## config.mk

```make
export PLATFORM = sky130hd
export DESIGN_NAME = reg_file
export DESIGN_NICKNAME = d
export VERILOG_FILES = /design/src/reg_file.sv
export VERILOG_INCLUDE_DIRS = /design/src
export SDC_FILE = /design/constraint.sdc
export NUM_CORES = 2
export LEC_CHECK = 0
export BUFFER_PORTS_ARGS = -buffer_cell sky130_fd_sc_hd__buf_4
export CORE_ASPECT_RATIO = 1.25
export CORE_MARGIN = 2
export CORE_UTILIZATION = 60
export DETAILED_ROUTE_END_ITERATION = 7
export PLACE_DENSITY = 0.78
export SLEW_MARGIN = 20
export SYNTH_ARGS = -nofsm -noshare
export SYNTH_HDL_FRONTEND = slang
export SYNTH_SLANG_ARGS = --single-unit
```

## constraint.sdc

```tcl
create_clock -name CLK -period 6 [get_ports CLK]
set_clock_uncertainty 0.1 [all_clocks]
set_input_delay 0 -clock CLK [delete_from_list [all_inputs] [get_ports CLK]]
set_output_delay 0 -clock CLK [all_outputs]
set_load 0.01 [all_outputs]
```

## src/rv_consts.svh

```systemverilog
`ifndef RV_CONSTS_SVH
`define RV_CONSTS_SVH

// Data path and address width
`define XLEN        32

// Architectural register file
`define REG_COUNT   32
`define REG_AW      5

// Instruction memory depth in words
`define IMEM_WORDS  512
`define IMEM_AW     9

// Data memory depth in words
`define DMEM_WORDS  64
`define DMEM_AW     6

`define RESET_PC    32'h0000_0000

`endif

```

## src/reg_file.sv

```systemverilog
`default_nettype none

`include "rv_consts.svh"

module reg_file (
    input  wire logic               CLK,
    input  wire logic               RST,
    input  wire logic [`REG_AW-1:0] rs1,
    input  wire logic [`REG_AW-1:0] rs2,
    input  wire logic [`REG_AW-1:0] rd,
    input  wire logic [`XLEN-1:0]   rd_data,
    input  wire logic               we,
    output logic      [`XLEN-1:0]   rs1_data,
    output logic      [`XLEN-1:0]   rs2_data
);

    logic [`XLEN-1:0] regs [`REG_COUNT];

    always_ff @(posedge CLK) begin
        if (RST) begin
            for (int i = 0; i < `REG_COUNT; i++) begin
                regs[i] <= '0;
            end
        end else if (we && (rd != '0)) begin // x0 stays zero
            regs[rd] <= rd_data;
        end
    end

    // Old value seen during a same-cycle write
    assign rs1_data = (rs1 == '0) ? '0 : regs[rs1];
    assign rs2_data = (rs2 == '0) ? '0 : regs[rs2];

endmodule

`default_nettype wire

```

# After elaboration in Yosys (flattened, before gate mapping)
# Memory sizes are Yosys's and may differ from the RTL's.
# Cells that the tools add are included.
dict set report totals {
  regBits 0
  latch_bits 0
  mem_bits_rw 1024
  mem_bits_ro 0
  input_bits 50
  out_inout_bits 64
  word_cells 16
  mem_count 1
}
dict set report op_classes {
  add_sub_neg 0
  multipliers 0
  div_mod_pow 0
  n_lt_le_gt_ge 0
  n_eq_ne 0
  shifts 0
  muxes 10
  bitwise 0
  n_reduce_logical 5
}
# memory depth word_bits rd rd_clocked_by_memory_dff wr line
set memory_table {}
lappend memory_table {regs 32 32 2 0 32 reg_file.sv:17} ;# logic [`XLEN-1:0] regs [`REG_COUNT];
# cell count
set ops {}
lappend ops {{32-bit two-way mux} 3}
lappend ops {{32-bit OR reduction} 1}
lappend ops {{5-bit zero test} 2}
lappend ops {{1-bit two-way mux} 6}
lappend ops {{5-bit two-way mux} 1}
lappend ops {{5-bit nonzero test} 1}
lappend ops {{1-bit logical AND} 1}

# Depth between registers and ports, before layout
dict set report depth {
  ltp_word 7
  ltp_mapped 9
  ltp_nobuf 4
}

# Worst setup path after synthesis
# No wires, ideal clock.
dict set report synth_timing {
  path_kind {in2reg}
  startpoint {in rd[1]}
  endpoint {mem regs[12][0] (netlist bit), enable pin}
  setup_ns 0.375
  arrival_time_ns 1.546
  required_time_ns 5.525
  setup_slack_ns 3.979
  cell_stages 4
  path_buffers 1
  cell_sequence {or4b_2 -> clkbuf_1 -> nor2_1 -> or2_2}
}
# item line
set synth_rtl {}
lappend synth_rtl {{from (decl)} reg_file.sv:10} ;# input wire logic [`REG_AW-1:0] rd,
lappend synth_rtl {{to (decl)} reg_file.sv:17}

==> metrics.yaml <==
run_status: "finished clean"
max_flop_register: "regs"
max_cap_violations: 0
ys_types: 42
syn-cell-area_um2: 54300
vias_per_cell: 7.19
grt_pass1_wl_um: 239000
powerDensity_nw_per_um2: 283
track_usage_pct: 36.1
finalCriticalPeriod_ns: 3.87
core_um2: 89900
place.gp.congestion: 0.908
period_share_pct: 64.6
finalMaxSlewViolations: 0
cts_root_buf: "clkbuf_16"
rsz0062_at_grt: "no"
synth_warnings: 0
drc_errors: 0
async_flop_share_pct: 0
synthAdderAreaFrac_pct: 0
hold-worst-slack_ns: 0.257
crit_type: "in -> reg"
cts_tree: "built"
final_nets: 3527
numCtsBuffers: 99
synthCells: 3502
synth_compound_area_share_pct: 3.65
fp-row-count: 123
clkSinkCount: 1024
synthMuxAreaShare_pct: 23.0
hpwl_um: 105000
avgSynthCellArea_um2: 15.5
endpoint_kind: "flop"
hold_violations: 0
power_mw: 16.8
fill_cells: 6060
largestRegisters: "regs (1024)"
die_y_um: 340
drive_above_1_share_pct: 25.8
cts-resized-gates: 0
dpl.cell_count: 4530
routed_wl_um: 167000
p_leak_nw: 20.4
fp.dieW_um: 273
start_util_pct: 60.4
final_util_pct: 66.0
yosys.area_share.simple_pct: 13.3
drt_iter0_markers: 4773
worst-path-max-fanout: 67
synth_edf_count: 1024
gr-total-overflow: 0
vdd_drop_max_mv: 0.303
required_ns: 6.20
ys.flop_type: "edfxtp_1"
start_kind: "input pin"
grt_pass1_vias: 34800
drtAntennaViolNets: 0
maxSlewHeadroom_pct: 13.2
seq_area_frac_synth_pct: 56.7
portBuffers: 113
grt_antenna_before_repair: 13
clk_pin_slew_ns: 0.07
drt-wirelength-per-cell_um: 35.1
fmax_ghz: 0.258
ios: 114
synth_top_family_by_area: "multiplexers"
arrival_ns: 4.07
synth_xor_area_share_pct: 0
cts_buffer_depth: 3
grt_max_degree: 98
hp-start: "rd[2]"
tightest_slew_ns: 1.27
num_vias: 34200
setup-tns-final_ns: 0
firstDrtPassIters: 6
area_growth_pct: 9.40
holdBufCountCts: 33
largest_reg_flops: 1024
cp-startpoint: "RST"
die_area_um2: 92900
h-tree-depth: 3
cts_setup_buffers: 0
finalNonFillerCells: 4750
min_path_type: "in -> reg"
synth-seq-cells: 1024
finalSetupViolCount: 0
cells by family after synthesis:
family / count (synthesis)
AOI/OAI and AO/OA: 259
buffers and inverters: 389
DFF: 1024
muxes: 652
other: 1
and+or+nand+nor: 1177
metal layers:
metal | global-route usage [%] | share of wire, % | vias up
met4 | 15.4 | 4.7 | 12
met2 | 58.1 | 49 | 2634
li1 | - | - | 13500
met5 | 0 | 0.048 | -
met1 | 46.1 | 33 | 17500
met3 | 10.4 | 13 | 521
synthesized netlist by cell type, types with 14 or more instances:
library cell  count  share of area [%]
a2111oi_0        14               0.23
a2111oi_1        41               0.76
a22o_1           51               0.82
a22oi_1          16               0.22
and2_1          995                 11
buf_2            46               0.42
buf_4            38               0.53
buf_6            21               0.44
clkbuf_1        271                1.9
edfxtp_1       1024                 57
mux2_2           30               0.62
mux2i_1         150                2.8
mux4_2          472                 20
nor2_1           36               0.25
nor2b_1          14               0.16
nor3_1           54               0.50
o22ai_1         103                1.2
or2_2            33               0.38
final cells by class:
cell class	instances	area, um^2	share of cell area, %
Sequential cell	1024	30700	51.8
Multi-Input combinational cell	2120	22000	37.1
Clock buffer	120	2560	4.31
Timing Repair Buffer	230	1940	3.27
Tap cell	1187	1490	2.50
Clock inverter	61	599	1.01
Antenna cell	6	15.0	0.0253
Inverter	2	7.51	0.0126
power breakdown:
| group | internal (mW) | total [mW] | switching [mW] |
|---|---|---|---|
| clock | 3.41 | 6.23 | 2.82 |
| combinational | 0.888 | 2.07 | 1.19 |
| sequential | 8.27 | 8.52 | 0.247 |
| total | 12.6 | 16.8 | 4.25 |
stage by stage:
stage / worst slack [ns] / area (um^2)
after floorplan: 3.98 / 54400
final: 2.13 / 59400
after global placement: 2.18 / 55800
after CTS: 2.24 / 59300
after detailed placement: 2.07 / 55900
after global routing: 2.08 / 59300
placed cells by master, fill, tap and decap left out, types with 15 or more instances in the layout:
cell type and count:
nor2_2 15, mux2_2 30, and2_1 994, mux4_2 472, o22ai_1 103, dlygate4sd3_1 33
a22oi_1 16, clkinv_2 21, nor3_1 54, a2111oi_1 41, clkbuf_1 21, conb_1 32
mux2i_1 150, buf_4 184, nor2_4 17, clkbuf_16 99, or2_2 31, edfxtp_1 1024
clkinv_1 15, a22o_1 51
worst max-delay path, cell delays in order:
cell           delay (ns)
dlygate4sd3_1        0.54
buf_4                0.43
nand4b_1             1.03
nor2_4               1.04
or2_2                0.92
final timing paths:
check  cells after the start                    endpoint  slack (ns)
min                        4  regs[19][15]$_SDFFCE_PN0P_        0.26
max                        5  regs[23][26]$_SDFFCE_PN0P_        2.13
Note: power is estimated with default switching activity, not from simulation.
