`config.mk`:
```
export PLATFORM = sky130hd
export DESIGN_NAME = data_mem
export DESIGN_NICKNAME = d
export VERILOG_FILES = /design/src/data_mem.sv
export VERILOG_INCLUDE_DIRS = /design/src
export SDC_FILE = /design/constraint.sdc
export NUM_CORES = 2
export LEC_CHECK = 0
export BUFFER_PORTS_ARGS = -buffer_cell sky130_fd_sc_hd__buf_2
export CAP_MARGIN = 20
export CORE_AREA = 2 2 425 427
export CTS_CLUSTER_SIZE = 25
export DETAILED_ROUTE_END_ITERATION = 16
export DIE_AREA = 0 0 427 429
export SYNTH_ARGS = -nofsm -noshare
export SYNTH_HDL_FRONTEND = slang
export SYNTH_SLANG_ARGS = --single-unit
```
`constraint.sdc`:
```
create_clock -name CLK -period 10.6 [get_ports CLK]
set_clock_uncertainty 0.05 [all_clocks]
set_input_delay 0.53 -clock CLK [delete_from_list [all_inputs] [get_ports CLK]]
set_output_delay 0.53 -clock CLK [all_outputs]
set_load 0.005 [all_outputs]
```
`src/rv_consts.svh`:
```
`ifndef RV_CONSTS_SVH
`define RV_CONSTS_SVH

// Data path and address width
`define XLEN        32

// Architectural register file
`define REG_COUNT   32
`define REG_AW      5

// Instruction memory depth in words
`define IMEM_WORDS  512
`define IMEM_AW     9

// Data memory depth in words
`define DMEM_WORDS  64
`define DMEM_AW     6

`define RESET_PC    32'h0000_0000

`endif

```
`src/data_mem.sv`:
```
`default_nettype none

`include "rv_consts.svh"

module data_mem (
    input  wire logic             CLK,
    input  wire logic [`XLEN-1:0] addr,
    input  wire logic             we,
    input  wire logic [`XLEN-1:0] wdata,
    output logic      [`XLEN-1:0] rdata
);

    logic [`XLEN-1:0]    mem [`DMEM_WORDS];
    logic [`DMEM_AW-1:0] idx;

    // Word index with the byte offset ignored
    assign idx = addr[`DMEM_AW+1:2];

    always_ff @(posedge CLK) begin
        if (we) begin
            mem[idx] <= wdata;
        end
    end

    assign rdata = mem[idx];   // Combinational read for lw

endmodule

`default_nettype wire

```
Word-level counts from Yosys, hierarchy flattened. Memory sizes are Yosys's and may differ from the RTL's. Index checks and enable logic that the tools add are counted.

Memories: 1. Memory bits (writable): 2048. Output and inout bits: 32. Flip-flop bits (word level): 0.

Memory list: mem (depth 64, width 32, read ports 1, clocked after Yosys merged registers in 0, wr ports 1, line data_mem.sv:13) `` logic [`XLEN-1:0] mem [`DMEM_WORDS]; ``.

Mux-type cells: 2.

Operators with widths (number): 1-bit 2-to-1 mux (2).

Depth between registers and ports, before layout.
Depth in word-level cells: 2. Gate-level depth with buffers: 13. Mapped depth without buffers: 6.

Worst setup path after synthesis. OpenSTA, ideal clock, no wires.

Path type: input port to flip-flop. From: input addr[4]. To: memory mem[15][0] (netlist bit), enable pin. Cell stages on the path: 8. Buffers on the path: 6. Path slack: 6.781 ns. Arrival: 3.348 ns. Cells stage by stage: buf_2 > buf_2 > buf_2 > buf_2 > buf_2 > buf_2 > nand3_1 > nor2_1.

RTL lines: from (decl) (line data_mem.sv:7) `` input wire logic [`XLEN-1:0] addr, ``; to (decl) (line data_mem.sv:13).

Straight into the memory's write port.

Worst setup path in the final report.
From: input addr[3]. To: output rdata[3].

Longest elaborated chain between the ends: 1.

RTL lines: memory read 64 x 32 bit; to (decl) (line data_mem.sv:10) `` output logic [`XLEN-1:0] rdata ``.

No other way between the ends.

==> flow_summary.json <==
{
  "outcome": "complete, no violations",
  "powerDensity_mw_per_mm2": 188.1,
  "timing_worst_setup_path_type": "input port to output pin",
  "hold_start": "wdata[2]",
  "grt_max_degree": 110,
  "hpwl_um": 113300,
  "min_to": "mem[52][2]",
  "cts_made_buffers": 202,
  "cts-root-buf": "clkbuf_16",
  "cp_max_fo": 54,
  "hold_slack_ns": 0.02639,
  "final_antenna_net_count": 0,
  "start_util_pct": 43.97,
  "reg_top3": "mem (2048)",
  "grtUsageMet1_pct": 31.80,
  "final_cell_mix": "edfxtp_1 (2,048), mux2i_1 (259), clkbuf_16 (206), a22oi_1 (188), a221oi_1 (175)",
  "top_usage_layer": "met2",
  "dr.pass1.iters": 7,
  "ioPinCount": 98,
  "synth_nets": 4273,
  "stdcell_count": 6879,
  "slew_headroom_pct": 18.41,
  "wl_per_cell_um": 30.68,
  "syn_to_final_growth_pct": 13.08,
  "cp-start-kind": "input port",
  "cp_data_required_time_ns": 10.02,
  "crit_path_end_kind": "output pin",
  "cap_violations": 0,
  "gr-usage-all-layers_pct": 22.77,
  "fin_util_pct": 49.72,
  "final_layout_size_suffix_gt1_share_pct": 18.38,
  "h-tree-depth": 4,
  "path_buf_inv": 4,
  "rows": 155,
  "via_per_inst": 6.124,
  "slowest_delay_ns": 0.77,
  "cp_data_arrival_time_ns": 5.54,
  "crit_chain": "buf_8 -> buf_4 -> nand2b_2 -> buf_4 -> o22ai_1 -> o21ai_0 -> or4b_1 -> or4_1 -> buf_2",
  "final_area_sq_mm": 0.08852,
  "setup_viol": 0,
  "crit_family": "buffers and inverters",
  "placed_area_sq_mm": 0.08211,
  "synth_cell_types": 55,
  "regMostFlops": "mem",
  "cts.sinks": 2048,
  "tightest_slew_ns": 1.221,
  "avgSynthCellArea_sq_um": 18.61,
  "overflow": 0,
  "crit_slowest_cell": "buf_4",
  "largest_register_ffs": 2048,
  "drtIter0Drc": 5251,
  "drc": 0,
  "vdd_drop_max_v": 0.0001655,
  "yosys_register_bits": 2048,
  "finalWirelength_um": 211000,
  "fin_nets": 4415,
  "vias": 42127,
  "tritoncts": "done",
  "portBuffers": 71,
  "synthArstFlopShare_pct": 0,
  "grt_pass1_wl_um": 300600,
  "p_leak_uw": 0.02818,
  "slew_violations": 0,
  "fp.coreArea_sq_mm": 0.1780,
  "clock_path_buffers": 3,
  "synth_edf_count": 2048,
  "postCtsSetupBuffers": 0,
  "cp_common_cell": "buf_4",
  "hold_depth": 1,
  "fin_crit_sh_pct": 57.73,
  "ys_warn_count": 0,
  "layout_commonest_cell": "edfxtp_1",
  "grt_util_met3_pct": 3.631,
  "synthFlopType": "edfxtp_1",
  "synth_cells": 4207,
  "clk_pin_slew_ns": 0.06,
  "cp-startpoint": "addr[3]",
  "period_minus_slack_ns": 6.119,
  "antenna_found_initial": 14,
  "setup_tns_ns": 0,
  "min-delay-path-class": "input port to register",
  "fmax_mhz": 163.4,
  "grt_util_met2_pct": 36.47,
  "grt_pass1_vias": 41707,
  "die_h_um": 429,
  "finalHoldViolCount": 0,
  "ys_seq_area_share_pct": 78.56,
  "die_area_sq_mm": 0.1832,
  "netlist_area_sq_mm": 0.07829,
  "rsz0062_at_grt": "no",
  "die_x_um": 427,
  "placed_cells": 6490,
  "gp_congestion": 0.7943
}
[routing by layer]
layer  share of wire [%]  wire length, um
met5               0.025               53
met4                 3.3             6966
met3                 7.6            16090
met2                  48           101300
met1                  41            86630
[final cells by class]
cell class | instances | area [sq um]
multi-input cells | 1859 | 16060
inverters | 2 | 15.01
flip-flops and latches | 2048 | 61500
clock buffers | 263 | 5369
well taps | 2355 | 2947
repair buffers | 236 | 1754
diodes | 4 | 10.01
clock inverters | 112 | 869.6
fillers | 14532 | 89510
[report_power, final]
group          switching, uW  leakage (uW)  total (uW)  internal [uW]
Clock                   3020       0.00305        6810           3790
Combinational            605       0.00671         871            265
Sequential              11.5        0.0184        8980           8970
Total                   3630        0.0282       16700          13000
[synth_stat cells, types with 16 or more instances]
| library cell | instances | area [sq um] |
|---|---|---|
| a211oi_1 | 17 | 127.6 |
| a21oi_1 | 121 | 605.6 |
| a221oi_1 | 175 | 1533 |
| a222oi_1 | 16 | 160.2 |
| a22o_1 | 66 | 578.1 |
| a22oi_1 | 188 | 1411 |
| a31oi_1 | 43 | 269.0 |
| and3_1 | 85 | 531.8 |
| buf_1 | 33 | 123.9 |
| buf_2 | 83 | 415.4 |
| clkbuf_1 | 168 | 630.6 |
| edfxtp_1 | 2048 | 61500 |
| mux2_2 | 147 | 1655 |
| mux2i_1 | 259 | 2592 |
| mux4_2 | 96 | 2162 |
| nand2_1 | 28 | 105.1 |
| nand2b_1 | 18 | 112.6 |
| nand3_1 | 54 | 270.3 |
| nor2_1 | 145 | 544.3 |
| nor3_1 | 22 | 110.1 |
| o21ai_0 | 84 | 420.4 |
| o22a_1 | 70 | 613.1 |
| o22ai_1 | 93 | 581.8 |
[metrics by stage]
step	total power, uW	setup WS, ns
5_1_grt	17110	4.457
3_3_place_gp	10000	4.565
4_1_cts	16750	4.580
3_5_place_dp	10020	4.567
2_1_floorplan	9590	6.781
6_report	16660	4.481
[how the worst max path moves through the flow]
stage / end / slack [ns] / cells after the start
global placement: rdata[3] / 4.56 / 9
detailed placement: rdata[3] / 4.57 / 9
CTS: rdata[3] / 4.58 / 9
finish: rdata[3] / 4.48 / 9
global route: rdata[3] / 4.46 / 9
floorplan: mem[15][0] / 6.78 / 8
[cell families (layout without fill, tap and decap cells)]
group | Yosys count | count (layout) | share of synthesized area [%]
and+or+nand+nor | 424 | 424 | 2.829
other | 0 | 4 | 0
buffers and inverters | 300 | 613 | 1.696
DFF | 2048 | 2048 | 78.56
AOI/OAI and AO/OA | 933 | 933 | 8.733
muxes | 502 | 502 | 8.188
[what timing repair did]
action	4_1_cts	5_1_grt
hold buffers	0	3
gates resized for setup	0	0
endpoints found under the hold margin	0	19
No activity file was read; power rests on OpenSTA's default activity.
