<file path="src/rv_consts.svh">
`ifndef RV_CONSTS_SVH
`define RV_CONSTS_SVH

// Data path and address width
`define XLEN        32

// Architectural register file
`define REG_COUNT   32
`define REG_AW      5

// Instruction memory depth in words
`define IMEM_WORDS  512
`define IMEM_AW     9

// Data memory depth in words
`define DMEM_WORDS  64
`define DMEM_AW     6

`define RESET_PC    32'h0000_0000

`endif

</file>
<file path="src/rv_isa_pkg.sv">
`default_nettype none

package rv_isa_pkg;

    typedef enum logic [6:0] {
        OP     = 7'b0110011, // Register-register arithmetic
        OP_IMM = 7'b0010011, // Register-immediate arithmetic
        LOAD   = 7'b0000011,
        STORE  = 7'b0100011
    } opcode_e;

    typedef enum logic [2:0] {
        F3_ADD_SUB = 3'b000,
        F3_SLL     = 3'b001,
        F3_SLT     = 3'b010,
        F3_SLTU    = 3'b011,
        F3_XOR     = 3'b100,
        F3_SR      = 3'b101, // srl / sra
        F3_OR      = 3'b110,
        F3_AND     = 3'b111
    } funct3_e;

    localparam logic [2:0] F3_WORD  = 3'b010;     // lw / sw width
    localparam logic [6:0] F7_BASE  = 7'b0000000;
    localparam logic [6:0] F7_ALT   = 7'b0100000; // sub, sra, srai

    typedef struct packed {
        logic [6:0] funct7;
        logic [4:0] rs2;
        logic [4:0] rs1;
        funct3_e    funct3;
        logic [4:0] rd;
        opcode_e    opcode;
    } r_fmt_t;

    typedef struct packed {
        logic [11:0] imm;    // Shift forms carry funct7 in 11:5
        logic [4:0]  rs1;
        funct3_e     funct3;
        logic [4:0]  rd;
        opcode_e     opcode;
    } i_fmt_t;

    typedef struct packed {
        logic [6:0] imm_hi;
        logic [4:0] rs2;
        logic [4:0] rs1;
        funct3_e    funct3;
        logic [4:0] imm_lo;
        opcode_e    opcode;
    } s_fmt_t;

    // One fetched word viewed by format
    typedef union packed {
        r_fmt_t r;
        i_fmt_t i;
        s_fmt_t s;
    } insn_u;

endpackage

`default_nettype wire

</file>
<file path="src/core_pkg.sv">
`default_nettype none

`include "rv_consts.svh"

package core_pkg;

    typedef enum logic [3:0] {
        ALU_ADD,
        ALU_SUB,
        ALU_SLL,
        ALU_SLT,
        ALU_SLTU,
        ALU_XOR,
        ALU_SRL,
        ALU_SRA,
        ALU_OR,
        ALU_AND
    } alu_op_e;

    typedef struct packed {
        alu_op_e            alu_op;
        logic               use_imm; // Operand b from imm
        logic               reg_we;
        logic               mem_re;
        logic               mem_we;
        logic               illegal;
        logic [`XLEN-1:0]   imm;     // Sign-extended
    } ctrl_t;

    typedef struct packed {
        logic               valid;
        logic               illegal;
        logic [`XLEN-1:0]   pc;
        logic [`XLEN-1:0]   insn;
        logic               rd_we;
        logic [`REG_AW-1:0] rd;
        logic [`XLEN-1:0]   rd_data;
        logic               mem_we;
        logic [`XLEN-1:0]   mem_addr;
        logic [`XLEN-1:0]   mem_wdata;
    } retire_t;

endpackage

`default_nettype wire

</file>
<file path="src/decoder.sv">
`default_nettype none

`include "rv_consts.svh"

module decoder (
    input  wire rv_isa_pkg::insn_u insn,
    output core_pkg::ctrl_t        ctrl
);

    import rv_isa_pkg::*;
    import core_pkg::*;

    logic [`XLEN-1:0] i_imm;
    logic [`XLEN-1:0] s_imm;
    logic [6:0]       shift_f7;  // funct7 of slli / srli / srai
    logic             sr_imm_alt;
    logic             r_legal;
    logic             i_legal;

    // funct3 plus the alternate bit picks the operation
    function automatic alu_op_e alu_map(input funct3_e f3, input logic alt);
        case (f3)
            F3_ADD_SUB: return alt ? ALU_SUB : ALU_ADD;
            F3_SLL:     return ALU_SLL;
            F3_SLT:     return ALU_SLT;
            F3_SLTU:    return ALU_SLTU;
            F3_XOR:     return ALU_XOR;
            F3_SR:      return alt ? ALU_SRA : ALU_SRL;
            F3_OR:      return ALU_OR;
            default:    return ALU_AND;
        endcase
    endfunction

    assign i_imm = {{(`XLEN-12){insn.i.imm[11]}}, insn.i.imm};
    assign s_imm = {{(`XLEN-12){insn.s.imm_hi[6]}}, insn.s.imm_hi, insn.s.imm_lo};

    assign shift_f7   = insn.i.imm[11:5];
    assign sr_imm_alt = (insn.i.funct3 == F3_SR) && insn.i.imm[10];

    // Only sub and sra may use the alternate funct7
    assign r_legal = (insn.r.funct7 == F7_BASE) ||
                     ((insn.r.funct7 == F7_ALT) &&
                      ((insn.r.funct3 == F3_ADD_SUB) || (insn.r.funct3 == F3_SR)));

    always_comb begin
        case (insn.i.funct3)
            F3_SLL:  i_legal = (shift_f7 == F7_BASE);
            F3_SR:   i_legal = (shift_f7 == F7_BASE) || (shift_f7 == F7_ALT);
            default: i_legal = 1'b1;
        endcase
    end

    always_comb begin
        ctrl        = '0;
        ctrl.alu_op = ALU_ADD; // Address add for lw / sw
        case (insn.r.opcode)
            OP: begin
                ctrl.alu_op  = alu_map(insn.r.funct3, insn.r.funct7[5]);
                ctrl.reg_we  = 1'b1;
                ctrl.illegal = !r_legal;
            end
            OP_IMM: begin
                ctrl.alu_op  = alu_map(insn.i.funct3, sr_imm_alt);
                ctrl.use_imm = 1'b1;
                ctrl.reg_we  = 1'b1;
                ctrl.imm     = i_imm;
                ctrl.illegal = !i_legal;
            end
            LOAD: begin
                ctrl.use_imm = 1'b1;
                ctrl.reg_we  = 1'b1;
                ctrl.mem_re  = 1'b1;
                ctrl.imm     = i_imm;
                ctrl.illegal = (insn.i.funct3 != F3_WORD); // Word loads only
            end
            STORE: begin
                ctrl.use_imm = 1'b1;
                ctrl.mem_we  = 1'b1;
                ctrl.imm     = s_imm;
                ctrl.illegal = (insn.s.funct3 != F3_WORD);
            end
            default: ctrl.illegal = 1'b1;
        endcase

        // Illegal words retire as no-ops
        if (ctrl.illegal) begin
            ctrl.reg_we = 1'b0;
            ctrl.mem_re = 1'b0;
            ctrl.mem_we = 1'b0;
        end
    end

endmodule

`default_nettype wire

</file>
<file path="config.mk">
export PLATFORM = sky130hd
export DESIGN_NAME = decoder
export DESIGN_NICKNAME = d
export VERILOG_FILES = /design/src/rv_isa_pkg.sv /design/src/core_pkg.sv /design/src/decoder.sv
export VERILOG_INCLUDE_DIRS = /design/src
export SDC_FILE = /design/constraint.sdc
export NUM_CORES = 1
export LEC_CHECK = 0
export ABC_CLOCK_PERIOD_IN_PS = 2550
export BUFFER_PORTS_ARGS = -buffer_cell sky130_fd_sc_hd__buf_2
export CORE_MARGIN = 4
export CORE_UTILIZATION = 30
export DETAILED_ROUTE_END_ITERATION = 10
export PLACE_DENSITY = 0.89
export REMOVE_ABC_BUFFERS = 1
export SETUP_SLACK_MARGIN = 0.2
export SYNTH_ARGS = -nofsm -noshare
export SYNTH_HDL_FRONTEND = slang
export SYNTH_SLANG_ARGS = --single-unit
</file>
<file path="constraint.sdc">
create_clock -name vclk -period 2.55
set_clock_uncertainty 0.2 [all_clocks]
set_input_delay 0.255 -clock vclk [all_inputs]
set_output_delay 0.255 -clock vclk [all_outputs]
set_load 0.01 [all_outputs]
</file>
== Word-level counts from Yosys, hierarchy flattened ==
Index checks and enable logic that the tools add are counted.
Operators by class
  $add $sub $neg: 0
  multipliers: 0
  div/mod/pow operators: 0
  magnitude comparators: 0
  equal/unequal tests: 12
  shift-type cells: 0
  muxes and demuxes: 15
  bitwise operators: 0
  reduce and logical (&&, ||, !) cells: 13
Operators by type and width (count)
  32-bit one-hot mux with 2 select lines: 1
  4-bit one-hot mux with 7 select lines: 2
  7-bit by 6-bit equality test with 1-bit output, second input constant: 3
  3-bit equality test, second input constant: 3
  1-bit two-way mux: 8
  4-bit one-hot mux with 2 select lines: 1
  7-bit by 2-bit equality test with 1-bit output, second input constant: 1
  7-bit by 5-bit equality test with 1-bit output, second input constant: 1
  7-bit logical NOT: 1
  3-bit by 2-bit equality test with 1-bit output, second input constant: 2
  3-bit OR reduction: 2
  2-bit OR reduction: 2
  3-bit by 1-bit equality test with 1-bit output, second input constant: 1
  3-bit logical NOT: 1
  1-bit logical OR: 3
  3-bit two-way mux: 1
  3-bit by 2-bit inequality test with 1-bit output, second input constant: 1
  1-bit one-hot mux with 3 select lines: 1
  1-bit logical AND: 2
  1-bit logical NOT: 2
  1-bit one-hot mux with 2 select lines: 1
Word-level totals
  flip-flop bits (word level): 0
  latch bits: 0
  RAM bits: 0
  bits in read-only memories: 0
  output and inout bits: 41
  word-level logic and storage cells: 40
  memories kept: 0

== Longest topological paths before layout ==
  depth after elaboration: 7
  depth in mapped cells: 6
  mapped depth without buffers: 4

== Least setup slack after synthesis ==
Ideal clock, no wire load.
  path type: input-to-output
  start: input insn[6] in the netlist's numbering
  end: output ctrl[12] in the netlist's numbering
  arrival time: 1963 ps
  data required time: 2095 ps
  slack: 132 ps
  stages: 5
  cell sequence: or4_1 -> clkbuf_1 -> a21oi_2 -> and2_1 -> buf_4
RTL lines
  start: declaration: RTL line decoder.sv:6  | input wire rv_isa_pkg::insn_u insn,
  end: declaration: RTL line decoder.sv:7  | output core_pkg::ctrl_t ctrl

==> impl_metrics.json <==
{
  "startpoint": "insn[28]",
  "routed_wl_um": 1688,
  "met1_usage_pct": 15.93,
  "port_buffers": 68,
  "core_area_mm2": 0.001524,
  "antenna_cells": 0,
  "cts_resized": 0,
  "synth_cell_type_count": 23,
  "critPathLaunchType": "input pin",
  "worstSetupPathType": "input pin to primary output",
  "arrival_ns": 1.76,
  "synth.most_common_cell": "buf_4",
  "critPathTopFamily": "compound AO/OA/AOI/OAI gates",
  "cp_max_fo": 2,
  "die_h_um": 48.44,
  "critPathRequiredTime_ns": 2.10,
  "grt-busiest-layer": "met2",
  "firstDrtPassIters": 4,
  "postCtsHoldBufs": 0,
  "ys_warn_count": 0,
  "critical_path_buf_inv_count": 2,
  "hold_depth": 3,
  "period_share_pct": 86.69,
  "area.sequential_um2": 0,
  "cp.depth": 6,
  "syn_area_um2": 490.5,
  "dp.cells": 140,
  "slew_violations": 0,
  "cp_slowest_cell": "or4_4",
  "final_hold_viol_count": 0,
  "drc": 0,
  "gp_congestion": 0.8137,
  "endpoint_kind": "primary output",
  "grt_pass1_vias": 663,
  "status": "finished clean",
  "synthCells": 76,
  "crit_top_cell": "buf_2",
  "fp-row-count": 14,
  "holdCritStartpoint": "insn[29]",
  "met3_usage_pct": 1.227,
  "tightest_slew_ns": 0.3498,
  "yosysSeqAreaShare_pct": 0,
  "synth.area.top_cells": "buf_4 (31%), and2_1 (8.9%), nor2_1 (8.4%)",
  "synth_area_leader_cell": "buf_4",
  "num-clock-buffers": 0,
  "num_io_pins": 73,
  "initial_core_util_pct": 32.18,
  "dieArea_mm2": 0.002346,
  "seq_cells": 0,
  "synth_common_cells": "buf_4 (20), nor2_1 (11), and2_1 (7)",
  "power_density_mw_per_mm2": 89.41,
  "post_drt_wl_per_cell_um": 12.06,
  "grt_first_pass_wirelength_um": 2691,
  "setup_viol": 0,
  "final_nets": 158,
  "grt_max_degree": 22,
  "grt_use_met2_pct": 25.00,
  "slowest_delay_ns": 0.54,
  "ant_nets": 0,
  "initialDrtViolationCount": 11,
  "maxSlewHeadroom_pct": 76.47,
  "cts_setup_buffers": 0,
  "holdWs_ns": 0.6309,
  "gr-total-overflow": 0,
  "drive_gt1_share_pct": 60.48,
  "path_cells": "buf_2, or4_4, a2111oi_4, a211oi_1, a211o_1, buf_2",
  "finalCriticalPeriod_ns": 2.210,
  "peakVddDrop_v": 0.00003967,
  "min_path_type": "input pin to primary output",
  "finalSetupTns_ns": 0,
  "power_leakage_nw": 0.4512,
  "vias": 679,
  "syn_area_per_cell_um2": 6.454,
  "placed_area_um2": 724.4,
  "max_freq_mhz": 452.4,
  "die_x_um": 48.44,
  "dp_hpwl_um": 1487,
  "instances_no_fill": 140,
  "cap_violations": 0,
  "track_usage_pct": 13.00,
  "areaGrowthSynthToFinish_pct": 47.70,
  "rsz0062_at_grt": "no",
  "synth_top_area_share_pct": 30.61,
  "routed_via_density": 4.850,
  "stdcell_area_um2": 724.4,
  "antenna_found_initial": 0
}
## stage by stage
step	worst slack (ns)	util, %	power (mW)
floorplan	-0.6147	-	0.02519
global placement	0.3444	47.54	0.06186
detailed placement	0.3228	47.54	0.06435
CTS	0.3226	47.54	0.06478
global route	0.2831	47.54	0.07211
finish	0.3395	47.54	0.06477
## final timing paths
| kind | end | slack [ns] |
|---|---|---|
| hold / removal | ctrl[9] | 0.63 |
| setup / recovery | ctrl[32] | 0.34 |
## routing by layer
layer / vias to the layer above / routed length (µm)
li1: 340 / -
met1: 297 / 677
met2: 42 / 837
met3: 0 / 173
met4: 0 / 0
met5: - / 0
## cell families (layout without fill, tap and decap cells)
kind of cell,after synthesis,after routing,share of synthesized area [%]
and+or+nand+nor,34,34,37.76
buffers and inverters,26,74,35.20
AOI/OAI and AO/OA,15,15,25.26
xor gates and xnor gates,1,1,1.786
## placed cells by master (no fill, tap or decap), types with 2 or more instances in the layout
cell      count
nor3_1        2
a22oi_1       5
nor2_1       11
a21oi_1       5
inv_1         2
nor4_1        2
buf_4         2
nand2b_1      3
buf_2        68
and2_1        7
nand2_1       4
## tightest hold or removal path: stages
cell and delay [ns]:
buf_2 0.09, and2_1 0.11, buf_2 0.12
## power breakdown
part	internal [mW]	switching, mW	leakage [nW]	total, mW
sequential	0	0	0	0
clock	0	0	0	0
combinational	0.0304	0.0343	0.451	0.0648
## area by class of cell
type | count | area, µm²
fillers | 159 | 799.5
inverters | 3 | 11.26
multi-input cells | 50 | 317.8
well taps | 16 | 20.02
repair buffers | 71 | 375.4
No activity file was read; power rests on OpenSTA's default activity.
